File: src/rtl/mips_pkg.sv
package mips_pkg;

    //////////////////////////////
    // architectural types
    //////////////////////////////

    typedef logic [31:0] word_t;  // one machine word.

    //////////////////////////////
    // fixed addresses
    //////////////////////////////

    // first fetch after reset or flush.
    localparam word_t reset_vector = 32'hbfc0_0000;

endpackage

File: src/rtl/fetch_pkg.sv
package fetch_pkg;

    //////////////////////////////
    // commit-side redirect
    //////////////////////////////

    typedef struct packed {
        logic            exception_valid;  // trap taken at commit.
        logic            is_eret;          // return from exception.
        logic            branch;           // taken conditional branch.
        logic            jump;             // j or jal.
        logic            jr;               // register jump.
        mips_pkg::word_t pcexception;      // exception handler entry.
        mips_pkg::word_t epc;              // eret target.
        mips_pkg::word_t pcbranch;         // branch target.
        mips_pkg::word_t pcjump;           // jump target.
        mips_pkg::word_t pcjr;             // jr target.
        mips_pkg::word_t branch_pc;        // address of the committed branch.
    } pc_data_t;

    //////////////////////////////
    // predictor result
    //////////////////////////////

    typedef struct packed {
        logic            taken;
        mips_pkg::word_t destpc;
    } bpb_result_t;

    //////////////////////////////
    // one decode slot
    //////////////////////////////

    typedef struct packed {
        mips_pkg::word_t instr_;           // raw instruction word.
        mips_pkg::word_t pcplus4;          // successor pc of this slot.
        logic            en;               // slot holds a valid word.
        logic            exception_instr;  // misaligned fetch address.
        logic            pred;             // predicted taken by the btb.
    } fetch_data_t;

endpackage

File: src/rtl/redirect_select.sv
`timescale 1ns/1ps

module redirect_select (
    input  fetch_pkg::pc_data_t redirect,
    input  mips_pkg::word_t     seq_pc,
    output mips_pkg::word_t     pc_new,
    output logic                pc_upd
);

    // any commit-side redirect overrides fetch's own guess.
    assign pc_upd = redirect.exception_valid
                  | redirect.is_eret
                  | redirect.branch
                  | redirect.jump
                  | redirect.jr;

    //////////////////////////////
    // target by fixed priority
    //////////////////////////////

    always_comb
    begin
        if (redirect.exception_valid)
        begin
            pc_new = redirect.pcexception;
        end
        else if (redirect.is_eret)
        begin
            pc_new = redirect.epc;
        end
        else if (redirect.branch)
        begin
            pc_new = redirect.pcbranch;
        end
        else if (redirect.jump)
        begin
            pc_new = redirect.pcjump;
        end
        else if (redirect.jr)
        begin
            pc_new = redirect.pcjr;
        end
        else
        begin
            pc_new = seq_pc;  // sequential or predicted.
        end
    end

endmodule

File: src/rtl/branch_target_buffer.sv
`timescale 1ns/1ps

module branch_target_buffer #(
    parameter int btb_entries = 16
) (
    input  logic                           clk,
    input  logic                           reset,
    input  mips_pkg::word_t                lookup_pc,
    input  fetch_pkg::pc_data_t            redirect,
    output fetch_pkg::bpb_result_t [1:0]   destpc_predict
);
    import mips_pkg::*;

    localparam int idx_w = (btb_entries > 1) ? $clog2(btb_entries) : 1;
    localparam logic [idx_w-1:0] idx_mask = idx_w'(btb_entries - 1);

    logic [btb_entries-1:0] valid;
    word_t                  tag    [btb_entries];
    word_t                  target [btb_entries];

    word_t            lookup_pc4;
    logic [idx_w-1:0] rd_idx1;
    logic [idx_w-1:0] rd_idx0;
    logic [idx_w-1:0] wr_idx;

    // word index, wrapped to the table size.
    function automatic logic [idx_w-1:0] idx_of(input word_t a);
        return a[2 +: idx_w] & idx_mask;
    endfunction

    assign lookup_pc4 = lookup_pc + 32'd4;
    assign rd_idx1    = idx_of(lookup_pc);
    assign rd_idx0    = idx_of(lookup_pc4);
    assign wr_idx     = idx_of(redirect.branch_pc);

    //////////////////////////////
    // training
    //////////////////////////////

    always_ff @(posedge clk, posedge reset)
    begin
        if (reset)
        begin
            for (int i = 0; i < btb_entries; i++)
            begin
                valid[i]  <= 1'b0;
                tag[i]    <= '0;
                target[i] <= '0;
            end
        end
        else if (redirect.branch)
        begin
            valid[wr_idx]  <= 1'b1;                // taken branch seen at commit.
            tag[wr_idx]    <= redirect.branch_pc;
            target[wr_idx] <= redirect.pcbranch;
        end
    end

    //////////////////////////////
    // lookup for both slots
    //////////////////////////////

    always_comb
    begin
        // slot 1 is the word at pc.
        destpc_predict[1].taken  = valid[rd_idx1] && (tag[rd_idx1] == lookup_pc);
        destpc_predict[1].destpc = target[rd_idx1];
        // slot 0 is the word at pc+4.
        destpc_predict[0].taken  = valid[rd_idx0] && (tag[rd_idx0] == lookup_pc4);
        destpc_predict[0].destpc = target[rd_idx0];
    end

endmodule

File: src/rtl/fetch.sv
`timescale 1ns/1ps

module fetch (
    input  logic                          clk,
    input  logic                          reset,
    input  logic                          flushF,
    input  logic                          stallF,
    input  logic                          addrOK,
    input  logic                          dataOK,
    input  logic                          hit,
    input  mips_pkg::word_t [1:0]         data,
    input  fetch_pkg::bpb_result_t [1:0]  destpc_predict,
    input  mips_pkg::word_t               pc_new,
    input  logic                          pc_upd,
    output mips_pkg::word_t               pc,
    output mips_pkg::word_t               seq_pc,
    output fetch_pkg::fetch_data_t [1:0]  fetch_data,
    output logic                          finishF
);
    import mips_pkg::*;
    import fetch_pkg::*;

    word_t       pcplus4;
    word_t       pcplus8;
    logic        pc_load;
    logic        redirected;
    logic        addr_accepted;
    logic        conflict;
    logic        misaligned;
    logic        slot1_consumed;
    bpb_result_t last_predict;
    bpb_result_t last_predict_next;

    assign pcplus4        = pc + 32'd4;
    assign pcplus8        = pc + 32'd8;
    assign misaligned     = (pcplus4[1:0] != 2'b00);
    assign slot1_consumed = destpc_predict[1].taken & hit;
    assign pc_load        = pc_upd | (~stallF & ~conflict);
    assign redirected     = pc_upd | flushF;      // both abandon the request in flight.

    //////////////////////////////
    // pc register
    //////////////////////////////

    always_ff @(posedge clk, posedge reset)
    begin
        if (reset)
        begin
            pc           <= reset_vector;
            last_predict <= '0;
        end
        else if (flushF)
        begin
            pc           <= reset_vector;
            last_predict <= '0;
        end
        else if (pc_load)
        begin
            pc           <= pc_new;
            last_predict <= pc_upd ? '0 : last_predict_next;
        end
    end

    //////////////////////////////
    // request tracking
    //////////////////////////////

    always_ff @(posedge clk, posedge reset)
    begin
        if (reset)
        begin
            addr_accepted <= 1'b0;
            conflict      <= 1'b0;
        end
        else if (dataOK)
        begin
            addr_accepted <= 1'b0;                 // request done.
            conflict      <= 1'b0;
        end
        else
        begin
            if (addrOK)
                addr_accepted <= 1'b1;
            if (redirected && (addr_accepted || addrOK))
                conflict <= 1'b1;                  // drop the data still to come.
        end
    end

    //////////////////////////////
    // next sequential pc
    //////////////////////////////

    always_comb
    begin
        if (slot1_consumed)
            seq_pc = destpc_predict[1].destpc;
        else if (last_predict.taken)
            seq_pc = last_predict.destpc;
        else if (hit)
            seq_pc = pcplus8;
        else
            seq_pc = pcplus4;
    end

    // prediction whose delay slot is not fetched yet.
    always_comb
    begin
        if (~hit & destpc_predict[1].taken)
            last_predict_next = destpc_predict[1];
        else if (hit & ~slot1_consumed & ~last_predict.taken & destpc_predict[0].taken)
            last_predict_next = destpc_predict[0];
        else
            last_predict_next = '0;
    end

    //////////////////////////////
    // slots for decode
    //////////////////////////////

    always_comb
    begin
        fetch_data[1].instr_          = data[0];
        fetch_data[1].pcplus4         = pcplus4;
        fetch_data[1].en              = 1'b1;
        fetch_data[1].exception_instr = misaligned;
        fetch_data[1].pred            = destpc_predict[1].taken;

        fetch_data[0].instr_          = data[1];
        fetch_data[0].pcplus4         = pcplus8;
        fetch_data[0].en              = hit & ~last_predict.taken;  // wrong path after a taken one.
        fetch_data[0].exception_instr = misaligned;
        fetch_data[0].pred            = destpc_predict[0].taken;
    end

    assign finishF = dataOK & ~conflict;

endmodule

File: src/rtl/fetch_packet.sv
`timescale 1ns/1ps

module fetch_packet (
    input  logic                          clk,
    input  logic                          reset,
    input  logic                          flushF,
    input  logic                          finishF,
    input  mips_pkg::word_t               pc,
    input  fetch_pkg::fetch_data_t [1:0]  fetch_data,
    output logic                          packet_valid,
    output mips_pkg::word_t [1:0]         pc_predict,
    output mips_pkg::word_t [1:0]         instr_predict,
    output fetch_pkg::fetch_data_t [1:0]  fetch_data_out
);

    //////////////////////////////
    // valid flag
    //////////////////////////////

    always_ff @(posedge clk, posedge reset)
    begin
        if (reset)
            packet_valid <= 1'b0;
        else
            packet_valid <= finishF & ~flushF;  // one cycle per returned fetch.
    end

    //////////////////////////////
    // payload
    //////////////////////////////

    always_ff @(posedge clk)
    begin
        if (finishF)
        begin
            pc_predict     <= {pc, pc + 32'd4};
            instr_predict  <= {fetch_data[1].instr_, fetch_data[0].instr_};
            fetch_data_out <= fetch_data;
        end
    end

endmodule

File: src/rtl/fetch_top.sv
`timescale 1ns/1ps

module fetch_top #(
    parameter int btb_entries = 16
) (
    input  logic                          clk,
    input  logic                          reset,
    input  logic                          flushF,
    input  logic                          stallF,
    input  fetch_pkg::pc_data_t           redirect,
    input  logic                          addrOK,
    input  logic                          dataOK,
    input  logic                          hit,
    input  mips_pkg::word_t [1:0]         data,
    output mips_pkg::word_t               addr,
    output logic                          packet_valid,
    output mips_pkg::word_t [1:0]         pc_predict,
    output mips_pkg::word_t [1:0]         instr_predict,
    output fetch_pkg::fetch_data_t [1:0]  fetch_data_out
);
    import mips_pkg::*;
    import fetch_pkg::*;

    word_t             pc_new;
    word_t             seq_pc;
    logic              pc_upd;
    logic              finishF;
    bpb_result_t [1:0] destpc_predict;
    fetch_data_t [1:0] fetch_data;

    redirect_select u_redirect_select (
        .redirect (redirect),
        .seq_pc   (seq_pc),
        .pc_new   (pc_new),
        .pc_upd   (pc_upd)
    );

    branch_target_buffer #(
        .btb_entries (btb_entries)
    ) u_btb (
        .clk            (clk),
        .reset          (reset),
        .lookup_pc      (addr),
        .redirect       (redirect),
        .destpc_predict (destpc_predict)
    );

    // addr is the pc register itself.
    fetch u_fetch (
        .clk            (clk),
        .reset          (reset),
        .flushF         (flushF),
        .stallF         (stallF),
        .addrOK         (addrOK),
        .dataOK         (dataOK),
        .hit            (hit),
        .data           (data),
        .destpc_predict (destpc_predict),
        .pc_new         (pc_new),
        .pc_upd         (pc_upd),
        .pc             (addr),
        .seq_pc         (seq_pc),
        .fetch_data     (fetch_data),
        .finishF        (finishF)
    );

    fetch_packet u_fetch_packet (
        .clk            (clk),
        .reset          (reset),
        .flushF         (flushF),
        .finishF        (finishF),
        .pc             (addr),
        .fetch_data     (fetch_data),
        .packet_valid   (packet_valid),
        .pc_predict     (pc_predict),
        .instr_predict  (instr_predict),
        .fetch_data_out (fetch_data_out)
    );

endmodule

File: config.mk
export PLATFORM = sky130hd
export DESIGN_NAME = fetch_top
export DESIGN_NICKNAME = d
export VERILOG_FILES = /design/src/rtl/mips_pkg.sv /design/src/rtl/fetch_pkg.sv /design/src/rtl/redirect_select.sv /design/src/rtl/branch_target_buffer.sv /design/src/rtl/fetch.sv /design/src/rtl/fetch_packet.sv /design/src/rtl/fetch_top.sv
export SDC_FILE = /design/constraint.sdc
export NUM_CORES = 2
export LEC_CHECK = 0
export ABC_CLOCK_PERIOD_IN_PS = 53400
export BUFFER_PORTS_ARGS = -buffer_cell sky130_fd_sc_hd__buf_2
export CAP_MARGIN = 20
export CELL_PAD_IN_SITES_DETAIL_PLACEMENT = 1
export CELL_PAD_IN_SITES_GLOBAL_PLACEMENT = 2
export CORE_MARGIN = 2
export CORE_UTILIZATION = 45
export DETAILED_ROUTE_END_ITERATION = 8
export GPL_TIMING_DRIVEN = 0
export PLACE_DENSITY_LB_ADDON = 0.25
export RECOVER_POWER = 100
export SLEW_MARGIN = 40
export SYNTH_ARGS = -nofsm -noshare
export SYNTH_HDL_FRONTEND = slang
export SYNTH_SLANG_ARGS = --single-unit
File: constraint.sdc
create_clock -name clk -period 53.4 [get_ports clk]
set_input_delay 8.01 -clock clk [delete_from_list [all_inputs] [get_ports clk]]
set_output_delay 8.01 -clock clk [all_outputs]
set_load 0.02 [all_outputs]
==> impl_metrics.json <==
{
  "status": "finished, violations left",
  "violations": "capacitance limit, slew limit",
  "avgSynthCellArea_sq_um": 13.72,
  "hold_viol": 0,
  "drv_slew": 1262,
  "fin_crit_sh_pct": 39.81,
  "grt_use_met3_pct": 15.75,
  "timing.setup.tns_ps": 0,
  "synth_cells": 4942,
  "worst_r2r_endpoint": "u_fetch.last_predict[0]$_DFFE_PP0P_",
  "final_layout_size_suffix_gt1_share_pct": 41.07,
  "finalCriticalPeriod_ps": 21260,
  "numCtsBuffers": 147,
  "design.core.area_sq_um": 149800,
  "cts_buffer_depth": 3,
  "viasPerCell": 6.828,
  "postSynth.asyncResetShare_pct": 87.45,
  "post_cts_buffers": 0,
  "fillers": 15200,
  "grt_use_total_pct": 42.24,
  "grt_start_max_net_pins": 78,
  "grt_overflow": 0,
  "cellPowerDensity_nw_per_um2": 42.46,
  "max_freq_mhz": 47.03,
  "clock_power_share_pct": 31.3,
  "grt_pass1_wl_microns": 441100,
  "setup_violations": 0,
  "relSlewSlack_pct": -186.0,
  "p_seq_share_pct": 40.0,
  "final_cell_mix": "dfrtp_1, mux2_2, clkbuf_1, mux4_2, buf_2",
  "gp_congestion": 1.034,
  "die_x_microns": 392.1,
  "wl_per_cell_microns": 41.66,
  "met1_usage_pct": 56.07,
  "peakVddDrop_v": 0.00002894,
  "power_frac_comb_pct": 28.7,
  "power.leakage_nw": 31.65,
  "grt_util_met2_pct": 59.48,
  "num_rows": 142,
  "synth_edf_count": 159,
  "grt.busiest_layer": "met2",
  "syn-num-nets": 5212,
  "nets": 5967,
  "cts_hold_buf": 0,
  "drc": 0,
  "regToRegSetupSlack_ps": 41790,
  "synth-warning-count": 0,
  "ant_nets": 0,
  "ctsResizeCount": 0,
  "grt_pass1_vias": 53340,
  "worst_ep_required_time_ps": 53420,
  "clock_latency_ps": 820,
  "first_pass_iters": 7,
  "worst-slew-pin-transition_ps": 4290,
  "synth_cell_type_count": 80,
  "ys_seq_elements": 1267,
  "syn_to_final_growth_pct": 15.55,
  "vias": 53610,
  "rsz0062_at_grt": "no",
  "antenna_found_initial": 41,
  "start_util_pct": 45.25,
  "min-delay-start": "u_btb.tag[69]$_DFFE_PP0P_",
  "critPathKind": "in2async",
  "arrival_ps": 21280,
  "reg2reg_from": "u_fetch.pc[2]$_DFFE_PP0P_",
  "synth-main-ff-cell": "dfrtp_1",
  "cts_tree": "built",
  "portBuffers": 558,
  "reg2reg_depth": 15,
  "internal_power_mw": 2.203,
  "cts_sinks": 1267,
  "holdPathEnd": "u_btb.tag[69]$_DFFE_PP0P_",
  "hold_class": "reg2reg",
  "dp_hpwl_microns": 240200,
  "netlist_area_sq_um": 67780,
  "swShare_pct": 33.76,
  "drt-initial-drc-count": 7082,
  "die_area_sq_um": 153700,
  "endpoint_kind": "asynchronous set/reset pin",
  "drv_cap": 34,
  "htree_levels": 4,
  "crit_fanout": 68,
  "totalWireLength_microns": 327100,
  "power_mw": 3.326,
  "start_kind": "input pin",
  "ys_seq_area_share_pct": 47.97,
  "hold_depth": 1,
  "fp.dieH_microns": 392.1,
  "finClkSkew_ps": 23.65,
  "io_pins": 563,
  "critPathLaunch": "reset",
  "path_clk_slew_ps": 60,
  "final_common_cell": "dfrtp_1",
  "cts_root_buf": "clkbuf_16",
  "p_switching_mw": 1.123
}
[how the worst max path moves through the flow]
stage,endpoint,slack (ps)
4_1_cts,u_fetch.pc[7]$_DFFE_PP0P_,42110
3_3_place_gp,u_fetch_packet.packet_valid$_DFF_PP0_,1360
3_5_place_dp,u_fetch.pc[7]$_DFFE_PP0P_,41260
2_1_floorplan,u_btb.tag[0]$_DFFE_PP0P_,14210
6_report,u_btb.tag[454]$_DFFE_PP0P_,32140
5_1_grt,u_btb.tag[359]$_DFFE_PP0P_,29990
[worst max-delay path, stage by stage]
cell        delay (ps)
buf_2              100
clkinvlp_2        1210
clkbuf_1          2300
clkbuf_1          2010
clkbuf_1          2490
clkbuf_1          2090
clkbuf_1          2850
[layer usage]
metal	routed length, microns	share of wire, %	vias to the layer above
met4	21350	6.5	28
met1	125500	38	28700
met2	136800	42	3823
met5	509	0.16	-
met3	42990	13	880
li1	-	-	20180
[flip-flops by register name, indices dropped and copies added, names as in the netlist]
name and flops:
u_fetch_packet.fetch_data_out 95, u_fetch.last_predict 33, u_fetch.pc 32, u_fetch.addr_accepted 1
u_btb.target 512, u_btb.tag 512, u_fetch_packet.instr_predict 32, u_btb.valid 16
u_fetch_packet.packet_valid 1, u_fetch_packet.pc_predict 32, u_fetch.conflict 1
[stage by stage]
stage                     setup slack [ps]  hold WS (ps)  area, sq um  util [%]  cells
after global placement                1360         444.9        73100     48.80   7516
after CTS                            42110         472.2        79360     52.98   7836
after detailed placement             41260         456.9        74460     49.71   7564
after global routing                 29990         493.0        78290     52.27   7841
after floorplan                      14210         430.8        67780         -   4942
final                                32140         473.2        78320     52.29   7852
[cell type report]
type | instances | area, sq um | share of cell area [%]
diodes | 16 | 40.04 | 0.05112
plain buffers | 558 | 2907 | 3.711
clock buffers | 220 | 4422 | 5.646
clock inverters | 52 | 475.5 | 0.6071
inverters | 40 | 151.4 | 0.1933
multi-input cells | 3077 | 32440 | 41.42
flip-flops and latches | 1267 | 32510 | 41.51
well taps | 2016 | 2522 | 3.221
repair buffers | 606 | 2848 | 3.636
[power by group through the flow]
| stage | registers [mW] | clock network, mW | logic [mW] |
|---|---|---|---|
| floorplan | 1.29 | 0 | 0.591 |
| global placement | 1.33 | 0 | 0.894 |
| detailed placement | 1.34 | 0 | 0.930 |
| CTS | 1.32 | 1.04 | 0.935 |
| global route | 1.35 | 1.08 | 0.980 |
| finish | 1.33 | 1.04 | 0.954 |
[cells in the mapped netlist, drive strengths merged (10+ instances only)]
| cell type | n | area share (%) |
|---|---|---|
| mux2 | 986 | 16 |
| nand3 | 32 | 0.24 |
| o31ai | 16 | 0.18 |
| nand2 | 345 | 1.9 |
| nor3b | 10 | 0.11 |
| a211o | 16 | 0.21 |
| a22oi | 48 | 0.53 |
| mux2i | 212 | 3.1 |
| o221ai | 12 | 0.16 |
| dfrtp | 1099 | 41 |
| nor3 | 35 | 0.26 |
| a31oi | 47 | 0.43 |
| xnor2 | 58 | 0.75 |
| buf | 251 | 2.4 |
| edfxtp | 159 | 7.0 |
| nor2 | 106 | 0.59 |
| a2111oi | 17 | 0.22 |
| xor2 | 28 | 0.36 |
| a32oi | 11 | 0.14 |
| o2111ai | 11 | 0.14 |
| and3 | 61 | 0.56 |
| or3 | 19 | 0.18 |
| o21ai | 108 | 0.80 |
| o211ai | 18 | 0.20 |
| a211oi | 16 | 0.18 |
| o22ai | 31 | 0.29 |
| clkbuf | 307 | 1.7 |
| inv | 38 | 0.21 |
| nor4 | 39 | 0.38 |
| nor2b | 29 | 0.27 |
| and2 | 32 | 0.30 |
| nand4 | 36 | 0.33 |
| mux4 | 489 | 16 |
| and4 | 15 | 0.19 |
| nand2b | 38 | 0.35 |
| or2 | 43 | 0.40 |
| a21oi | 38 | 0.28 |
[logic make-up (layout without fill, tap and decap cells)]
kind of cell	count (synthesis)	after routing	synth area share [%]
muxes	1687	1687	35.76
DFF	1267	1267	47.97
and+or+nand+nor	864	864	6.352
buffers and inverters	598	1476	4.371
AOI/OAI and AO/OA	436	436	4.362
xor gates and xnor gates	87	87	1.145
adders and majority gates	2	2	0.03691
other	1	17	0.005533
(Power assumes the default switching activity.)
